<file path="src/design/mipsPkg.sv">
package mipsPkg;

    //////////////////////////////
    // Instruction word, two views
    //////////////////////////////
    typedef union packed
    {
        struct packed
        {
            logic [5:0] opcode;
            logic [4:0] rs;
            logic [4:0] rt;
            logic [4:0] rd;
            logic [4:0] shamt;
            logic [5:0] funct;
        } rType;                                // Register format
        struct packed
        {
            logic [5:0]  opcode;
            logic [4:0]  rs;
            logic [4:0]  rt;
            logic [15:0] imm;
        } iType;                                // Immediate format
    } instrWord_u;

    // ALU operation class from main control
    localparam logic [1:0] ALUOP_MEM    = 2'b00;    // lw / sw, add
    localparam logic [1:0] ALUOP_BRANCH = 2'b01;    // beq, subtract
    localparam logic [1:0] ALUOP_RTYPE  = 2'b10;    // Decode funct
    localparam logic [1:0] ALUOP_IMM    = 2'b11;    // Decode opcode

    // ALU codes
    localparam logic [3:0] ALU_AND = 4'b0000;
    localparam logic [3:0] ALU_OR  = 4'b0001;
    localparam logic [3:0] ALU_ADD = 4'b0010;
    localparam logic [3:0] ALU_SRL = 4'b0011;
    localparam logic [3:0] ALU_SRA = 4'b0100;
    localparam logic [3:0] ALU_NOR = 4'b0101;
    localparam logic [3:0] ALU_SUB = 4'b0110;
    localparam logic [3:0] ALU_SLT = 4'b0111;
    localparam logic [3:0] ALU_XOR = 4'b1001;
    localparam logic [3:0] ALU_SLL = 4'b1011;

    // Opcodes
    localparam logic [5:0] OP_RTYPE = 6'b000000;
    localparam logic [5:0] OP_BEQ   = 6'b000100;
    localparam logic [5:0] OP_ADDI  = 6'b001000;
    localparam logic [5:0] OP_ANDI  = 6'b001100;
    localparam logic [5:0] OP_ORI   = 6'b001101;
    localparam logic [5:0] OP_XORI  = 6'b001110;
    localparam logic [5:0] OP_LW    = 6'b100011;
    localparam logic [5:0] OP_SW    = 6'b101011;

    // R-type function codes
    localparam logic [5:0] F_ADD  = 6'b100000;
    localparam logic [5:0] F_SUB  = 6'b100010;
    localparam logic [5:0] F_AND  = 6'b100100;
    localparam logic [5:0] F_OR   = 6'b100101;
    localparam logic [5:0] F_XOR  = 6'b100110;
    localparam logic [5:0] F_NOR  = 6'b100111;
    localparam logic [5:0] F_SLT  = 6'b101010;
    localparam logic [5:0] F_SLL  = 6'b000000;
    localparam logic [5:0] F_SRL  = 6'b000010;
    localparam logic [5:0] F_SRA  = 6'b000011;
    localparam logic [5:0] F_SLLV = 6'b000100;
    localparam logic [5:0] F_SRLV = 6'b000110;
    localparam logic [5:0] F_SRAV = 6'b000111;

endpackage

</file>
<file path="src/design/ctrlIf.sv">
`timescale 1ns/1ns

interface ctrlIf;

    logic [1:0] aluOp;          // Operation class
    logic       regDst;         // Dest is rd, else rt
    logic       aluSrcImm;      // Operand B from immediate
    logic       immZeroExt;     // Zero-extend imm (logic ops)
    logic       regWrite;       // Write back result
    logic       isBranch;       // beq, report zero flag

    // Driver side, main control
    modport ctrl
    (
        output aluOp, regDst, aluSrcImm, immZeroExt, regWrite, isBranch
    );

    // ALU control only needs the class
    modport alu (input aluOp);

    // Datapath selects
    modport dp
    (
        input regDst, aluSrcImm, immZeroExt, regWrite, isBranch
    );

endinterface

</file>
<file path="src/design/mainControl.sv">
`timescale 1ns/1ns

module mainControl import mipsPkg::*;
(
    input instrWord_u instr,
    ctrlIf.ctrl       ctrl
);

    logic functKnown;   // R-type funct is one we execute

    always_comb
    begin
        functKnown = instr.rType.funct inside {F_ADD, F_SUB, F_AND, F_OR, F_XOR, F_NOR,
                                               F_SLT, F_SLL, F_SRL, F_SRA, F_SLLV,
                                               F_SRLV, F_SRAV};
    end

    always_comb
    begin
        // Defaults: add on registers, no write
        ctrl.aluOp      = ALUOP_MEM;
        ctrl.regDst     = 1'b0;
        ctrl.aluSrcImm  = 1'b0;
        ctrl.immZeroExt = 1'b0;
        ctrl.regWrite   = 1'b0;
        ctrl.isBranch   = 1'b0;
        case (instr.rType.opcode)
            OP_RTYPE:
            begin
                ctrl.aluOp    = ALUOP_RTYPE;
                ctrl.regDst   = 1'b1;
                ctrl.regWrite = functKnown;     // Unknown funct, add without write
            end
            OP_ADDI, OP_ANDI, OP_ORI, OP_XORI:
            begin
                ctrl.aluOp      = ALUOP_IMM;
                ctrl.aluSrcImm  = 1'b1;
                ctrl.regWrite   = 1'b1;         // Writes rt
                // Logic immediates zero-extend
                ctrl.immZeroExt = (instr.iType.opcode != OP_ADDI);
            end
            OP_BEQ:
            begin
                ctrl.aluOp    = ALUOP_BRANCH;   // rs - rt
                ctrl.isBranch = 1'b1;
            end
            OP_LW, OP_SW:
                ctrl.aluSrcImm = 1'b1;          // Address = rs + simm
            default:
                ctrl.aluOp = ALUOP_MEM;         // Unknown, plain add
        endcase
    end

endmodule

</file>
<file path="src/design/aluControl.sv">
`timescale 1ns/1ns

module aluControl import mipsPkg::*;
(
    ctrlIf.alu         ctrl,
    input  logic [5:0] funct,       // funct field, or opcode for imm class
    output logic [3:0] aluCode,
    output logic       shiftVar     // Shift amount from rs
);

    //////////////////////////////
    // ALU code decode
    //////////////////////////////
    always_comb
    begin
        aluCode = ALU_ADD;
        case (ctrl.aluOp)
            ALUOP_MEM:    aluCode = ALU_ADD;    // Address add
            ALUOP_BRANCH: aluCode = ALU_SUB;    // Compare by subtract
            ALUOP_RTYPE:
            begin
                case (funct)
                    F_ADD:          aluCode = ALU_ADD;
                    F_SUB:          aluCode = ALU_SUB;
                    F_AND:          aluCode = ALU_AND;
                    F_OR:           aluCode = ALU_OR;
                    F_XOR:          aluCode = ALU_XOR;
                    F_NOR:          aluCode = ALU_NOR;
                    F_SLT:          aluCode = ALU_SLT;
                    F_SRA, F_SRAV:  aluCode = ALU_SRA;  // Fixed and variable share code
                    F_SRL, F_SRLV:  aluCode = ALU_SRL;
                    F_SLL, F_SLLV:  aluCode = ALU_SLL;
                    default:        aluCode = ALU_ADD;
                endcase
            end
            ALUOP_IMM:
            begin
                // Opcode arrives on the funct lines here
                case (funct)
                    OP_ADDI: aluCode = ALU_ADD;
                    OP_ANDI: aluCode = ALU_AND;
                    OP_ORI:  aluCode = ALU_OR;
                    OP_XORI: aluCode = ALU_XOR;
                    default: aluCode = ALU_ADD;
                endcase
            end
            default: aluCode = ALU_ADD;
        endcase
    end

    // Variable shifts, R-type only
    always_comb
    begin
        shiftVar = 1'b0;
        if (ctrl.aluOp == ALUOP_RTYPE)
        begin
            shiftVar = funct inside {F_SLLV, F_SRLV, F_SRAV};
        end
    end

endmodule

</file>
<file path="src/design/regFile.sv">
`timescale 1ns/1ns

module regFile
(
    input  logic        clk,
    input  logic        rstN,
    input  logic [4:0]  rdAddrA,
    input  logic [4:0]  rdAddrB,
    input  logic [4:0]  wrAddr,
    input  logic        wrEn,
    input  logic [31:0] wrData,
    output logic [31:0] rdDataA,
    output logic [31:0] rdDataB
);

    logic [31:0] regs [32];

    //////////////////////////////
    // Write port
    //////////////////////////////
    always_ff @(posedge clk)
    begin
        if (!rstN)
        begin
            for (int i = 0; i < 32; i++)
            begin
                regs[i] <= '0;  // Whole file cleared
            end
        end
        else if (wrEn && (wrAddr != 5'd0))
        begin
            regs[wrAddr] <= wrData;     // r0 never written
        end
    end

    //////////////////////////////
    // Read ports, combinational
    //////////////////////////////
    always_comb
    begin
        rdDataA = regs[rdAddrA];
        if (rdAddrA == 5'd0)
        begin
            rdDataA = '0;               // r0 hardwired
        end
    end

    always_comb
    begin
        rdDataB = regs[rdAddrB];
        if (rdAddrB == 5'd0)
        begin
            rdDataB = '0;
        end
    end

endmodule

</file>
<file path="src/design/alu.sv">
`timescale 1ns/1ns

module alu import mipsPkg::*;
(
    input  logic [3:0]  aluCode,
    input  logic [31:0] opA,
    input  logic [31:0] opB,
    input  logic [4:0]  shamt,      // Already muxed, shamt or rs[4:0]
    output logic [31:0] result,
    output logic        zero
);

    logic        isLess;     // Signed compare for slt
    logic [31:0] sraOut;

    always_comb
    begin
        isLess = $signed(opA) < $signed(opB);
    end

    // Arithmetic shift keeps the sign of opB
    always_comb
    begin
        sraOut = $unsigned($signed(opB) >>> shamt);
    end

    //////////////////////////////
    // Result select
    //////////////////////////////
    always_comb
    begin
        case (aluCode)
            ALU_AND: result = opA & opB;
            ALU_OR:  result = opA | opB;
            ALU_ADD: result = opA + opB;
            ALU_SUB: result = opA - opB;        // Also beq compare
            ALU_XOR: result = opA ^ opB;
            ALU_NOR: result = ~(opA | opB);
            ALU_SLT: result = {31'd0, isLess};
            ALU_SLL: result = opB << shamt;     // Shifts work on opB (rt)
            ALU_SRL: result = opB >> shamt;
            ALU_SRA: result = sraOut;
            default: result = opA + opB;        // Unused codes fall to add
        endcase
    end

    // Zero flag over the full word
    always_comb
    begin
        zero = (result == 32'd0);
    end

endmodule

</file>
<file path="src/design/execUnit.sv">
`timescale 1ns/1ns

module execUnit import mipsPkg::*;
(
    input  logic        clk,
    input  logic        rstN,
    input  logic        instrValid,
    input  logic [31:0] instr,
    output logic        resValid,
    output logic [31:0] resData,
    output logic [4:0]  resReg,
    output logic        resWrite,
    output logic        resZero
);

    instrWord_u  instrW;                    // Same word, both views
    logic [5:0]  aluFunct;
    logic [3:0]  aluCode;
    logic        shiftVar;
    logic [31:0] rdDataA, rdDataB, immExt, opB, aluResult;
    logic [4:0]  shiftAmt, destReg;
    logic        aluZero, wrEn;

    ctrlIf ctrlBus ();

    assign instrW = instr;

    mainControl uMainControl (.instr(instrW), .ctrl(ctrlBus.ctrl));

    aluControl uAluControl (.ctrl(ctrlBus.alu), .funct(aluFunct), .aluCode(aluCode),
                            .shiftVar(shiftVar));

    regFile uRegFile (.clk(clk), .rstN(rstN), .rdAddrA(instrW.rType.rs),
                      .rdAddrB(instrW.rType.rt), .wrAddr(destReg), .wrEn(wrEn),
                      .wrData(aluResult), .rdDataA(rdDataA), .rdDataB(rdDataB));

    alu uAlu (.aluCode(aluCode), .opA(rdDataA), .opB(opB), .shamt(shiftAmt),
              .result(aluResult), .zero(aluZero));

    //////////////////////////////
    // Operand and dest selects
    //////////////////////////////
    // Immediate class decodes the opcode on the funct lines
    assign aluFunct = ctrlBus.aluSrcImm ? instrW.iType.opcode : instrW.rType.funct;
    assign immExt   = ctrlBus.immZeroExt ? {16'd0, instrW.iType.imm}
                                         : {{16{instrW.iType.imm[15]}}, instrW.iType.imm};
    assign opB      = ctrlBus.aluSrcImm ? immExt : rdDataB;
    assign shiftAmt = shiftVar ? rdDataA[4:0] : instrW.rType.shamt;   // sllv/srlv/srav
    assign destReg  = ctrlBus.regDst ? instrW.rType.rd : instrW.rType.rt;
    assign wrEn     = instrValid & ctrlBus.regWrite;    // Shared with write-back flag

    // Result flags, one-cycle strobe
    always_ff @(posedge clk)
    begin
        if (!rstN)
        begin
            resValid <= 1'b0;
            resWrite <= 1'b0;
            resZero  <= 1'b0;
        end
        else
        begin
            resValid <= instrValid;
            resWrite <= wrEn;
            resZero  <= instrValid & ctrlBus.isBranch & aluZero;  // beq only
        end
    end

    // Payload, held between instructions
    always_ff @(posedge clk)
    begin
        if (instrValid)
        begin
            resData <= aluResult;
            resReg  <= destReg;
        end
    end

endmodule

</file>
<file path="config.mk">
export PLATFORM = sky130hd
export DESIGN_NAME = execUnit
export DESIGN_NICKNAME = d
export VERILOG_FILES = /design/src/design/mipsPkg.sv /design/src/design/ctrlIf.sv /design/src/design/mainControl.sv /design/src/design/aluControl.sv /design/src/design/regFile.sv /design/src/design/alu.sv /design/src/design/execUnit.sv
export SDC_FILE = /design/constraint.sdc
export NUM_CORES = 2
export LEC_CHECK = 0
export ABC_AREA = 1
export BUFFER_PORTS_ARGS = -buffer_cell sky130_fd_sc_hd__buf_2
export CAP_MARGIN = 20
export CORE_MARGIN = 5
export CORE_UTILIZATION = 45
export CTS_BUF_LIST = sky130_fd_sc_hd__clkbuf_4
export DETAILED_ROUTE_END_ITERATION = 7
export PLACE_DENSITY_LB_ADDON = 0.15
export SLEW_MARGIN = 20
export SYNTH_ARGS = -nofsm -noshare
export SYNTH_HDL_FRONTEND = slang
export SYNTH_SLANG_ARGS = --single-unit
</file>
<file path="constraint.sdc">
create_clock -name clk -period 15.7 [get_ports clk]
set_input_delay 3.14 -clock clk [delete_from_list [all_inputs] [get_ports clk]]
set_output_delay 3.14 -clock clk [all_outputs]
set_load 0.03 [all_outputs]
</file>
==> results by group <==
Final layout
  – Fillcell total: about 15000
  – Final net count: approximately 9500
  – Post-route design area: between 70000 and 80000 um2
  – Area added between synthesis and finish: 8.14%
  – Util after Layout: 48.9%
  – Register area: between 30000 and 40000 um2
  – Footprint of the multi-input gates: 30300 um2
  – Non-Filler Instances: between 10000 and 15000
  – Layout cell share with drive strength beyond 1: under 10%

Logic synthesis
  – Syn Inst Count: roughly 9500
  – Syn Area/Cell: 7.35 um2
  – Number of flops mapped to enable cells by yosys: roughly 1100
  – Most numerous cell in the Yosys netlist: nand2_1
  – Post-synth top cells: nand2_1, nor2_1, inv_1
  – Post-synthesis sequential area ratio: approximately 46%
  – Synth Cell Area: ~70000 um2
  – Post-synth top flop: edfxtp_1
  – Fraction of registers with async set/reset: 0%
  – Synth area leader: edfxtp_1
  – Seq cells post-synth: about 1100
  – Number of synthesis warnings: 0
  – Distinct cells, synth: 60
  – Synth area leaders: edfxtp_1, nand2_1, nand3_1
  – Synth top area share: between 40% and 50%

Setup path
  – Crit path kind: in -> reg
  – Worst Path Max Fanout: 214
  – R2r startpoint: uRegFile.regs[29][3]
  – RR Endpoint: resZero
  – Register-to-Register Path Depth: 22
  – Worst Setup SP: instr[16]
  – R2r setup slk: around 9600 ps
  – Worst Setup EP: resData[23]
  – Kind of start point of the critical path: input pin
  – Worst setup EP type: flip-flop
  – CP required: ~16000 ps
  – Worst endpoint data arrival time: between 10000 and 15000 ps

Status
  – Status: finished, violations left
  – Failing checks: DRC

Die
  – Num rows: 144
  – Die W: 403 um
  – Die height: a little over 400 um
  – Initial Util: between 40% and 50%
  – Core box area: around 150000 um2
  – # IOs: 75
  – Die ar.: ~160000 um2

Placement
  – Cell Area, Placed: just over 70000 um2
  – Post-DP HPWL: 189 mm
  – PortBufs: 74
  – Final RePlAce weighted congestion: around 1.1
  – Post-Place Cells: roughly 11000

STA
  – Final hold vios: 0
  – Period utilization: approximately 61%
  – Final setup TNS: 0 ps
  – Worst hold slack: 1520 ps
  – Actual slew at the worst max-slew pin: about 1500 ps
  – FMAX: around 100 MHz
  – Skew final: between 100 and 150 ps
  – Post-layout minimum cycle time: about 9600 ps
  – RSZ-0062 raised after global routing: false
  – Relative slew slack: less than 1%
  – # setup viols final: 0
  – Slew Limit Fails: 0

Clock tree
  – Hold Buf Count CTS: 0
  – PostCTS Resize Cnt: 0
  – Clk Latency, worst-skew pair: 1300 ps
  – Post-CTS Setup Inserts: 0
  – Clock buffer count from CTS: about 320
  – CTS tree: built
  – CTS clk-pin slew, worst paths: 80 ps
  – Root Driver: clkbuf_4
  – Clock Sinks: 1064
  – Longest Clk Path Bufs: 4
  – H-Tree Level Count: 5

Detailed routing
  – Routed Antenna Nets: 0
  – DRT iter0 DRCs: around 11000
  – Vias post-DR: between 60000 and 70000
  – DRT Pass-1 Iters: 8
  – Drt total wl: ~300 mm
  – Post-route DRC: 2
  – Drt via density: just under 6
  – WL/cell: approximately 26 um

Worst hold path
  – Hold Path Cell Cnt: 8
  – Hold Path Class: reg -> reg

Job
  – Maxcap violations: 0

GRT
  – Global-route wire length before repair: between 400 and 500 mm
  – Met1 global-route usage: between 50% and 60%
  – Met2 global-route usage: between 50% and 60%
  – Layer with the highest usage: met2
  – Initial antenna violation count: 15
  – Met3 Resource Use GR: a little under 8%
  – Gr ovfl total: 0
  – Gr usage total: 35.8%
  – Vias in the first global route: about 64000
  – Largest net degree at the start of global routing: around 220

Pwr
  – PwrDens: approximately 110 nW/um2
  – Maximum VDD drop: between 0.00007 and 0.00008 V
  – Leak: about 0.035 uW
## worst max-delay path: stages
cell and delay (ps):
buf_8 440, buf_4 900, buf_12 450, nand2_1 160
nand3_1 150, nand3_1 140, nand2_1 110, nand2_1 50
nand3_1 250, nand2_1 170, nand2_1 100, nand2_1 320
inv_1 160, ha_1 470, inv_1 200, a21oi_1 230
inv_1 80, a21oi_1 280, o21ai_0 140, a21oi_1 460
nand2_1 100, nand3_1 120, nand3_2 780
## metal layers
metal | wire length (um) | up-vias | part of all wire (%)
li1 | - | 31100 | -
met1 | 119000 | 32600 | 40
met2 | 126000 | 5031 | 42
met3 | 38400 | 839 | 13
met4 | 18200 | 10 | 6.0
met5 | 52 | - | 0.017
## report_power, final
part	switching, uW	leakage [uW]	total [uW]	internal (uW)
sequential	55.6	0.0110	3300	3250
combinational	1820	0.0214	2290	473
clock	1280	0.00236	2700	1430
## state kept, by name, indices dropped and copies added (netlist names)
signal	count
resReg	5
uRegFile.regs	1024
resZero	1
resValid	1
resData	32
resWrite	1
## area by class of cell
cell class | count | share of cell area (%)
flip-flops and latches | 1064 | 42.4
multi-input cells | 6524 | 40.3
well taps | 2044 | 3.40
clock inverters | 66 | 0.459
repair buffers | 259 | 2.51
clock buffers | 477 | 4.76
inverters | 1230 | 6.17
diodes | 6 | 0.0199
## cell usage in the layout (no fill, tap or decap), types with 13 or more instances in the layout
master,instances
o21ai_1,49
or2_2,22
edfxtp_1,1061
o22ai_1,79
inv_1,1164
clkbuf_4,477
nor3_1,13
nand2_2,42
ha_1,89
buf_4,181
nor2_1,1191
conb_1,32
o221ai_1,35
a21oi_1,453
o21ai_0,767
nand3_1,1060
inv_2,31
nand2_1,2284
buf_2,66
o211ai_1,183
clkinv_1,85
nor2_2,28
nand4_1,78
## worst min path at each step
stage	from	end
finish	uRegFile.regs[7][11]	resData[11]
detailed placement	uRegFile.regs[3][11]	resData[11]
global route	uRegFile.regs[7][11]	resData[11]
global placement	uRegFile.regs[3][11]	resData[11]
floorplan	uRegFile.regs[19][11]	resData[11]
CTS	uRegFile.regs[3][11]	resData[11]
## per-stage QoR
stage | setup WS [ps] | total power, uW
2_1_floorplan | 8090 | 4740
3_3_place_gp | 5370 | 5570
3_5_place_dp | 5220 | 5580
4_1_cts | 6530 | 8260
5_1_grt | 5970 | 8620
6_report | 6150 | 8300
## logic make-up (layout without fill, tap and decap cells)
group                    Yosys count  in the layout  share of synthesized area [%]
other                              1             38                        0.00539
buffers and inverters           1915           2032                           11.1
flip-flops                      1064           1064                           45.9
adder cells (fa/ha/maj)           90             90                           1.63
AND/OR/NAND/NOR                 4765           4765                           28.3
AO/OA/AOI/OAI                   1631           1631                           13.0
XOR/XNOR                           6              6                         0.0755
(Power assumes the default switching activity.)
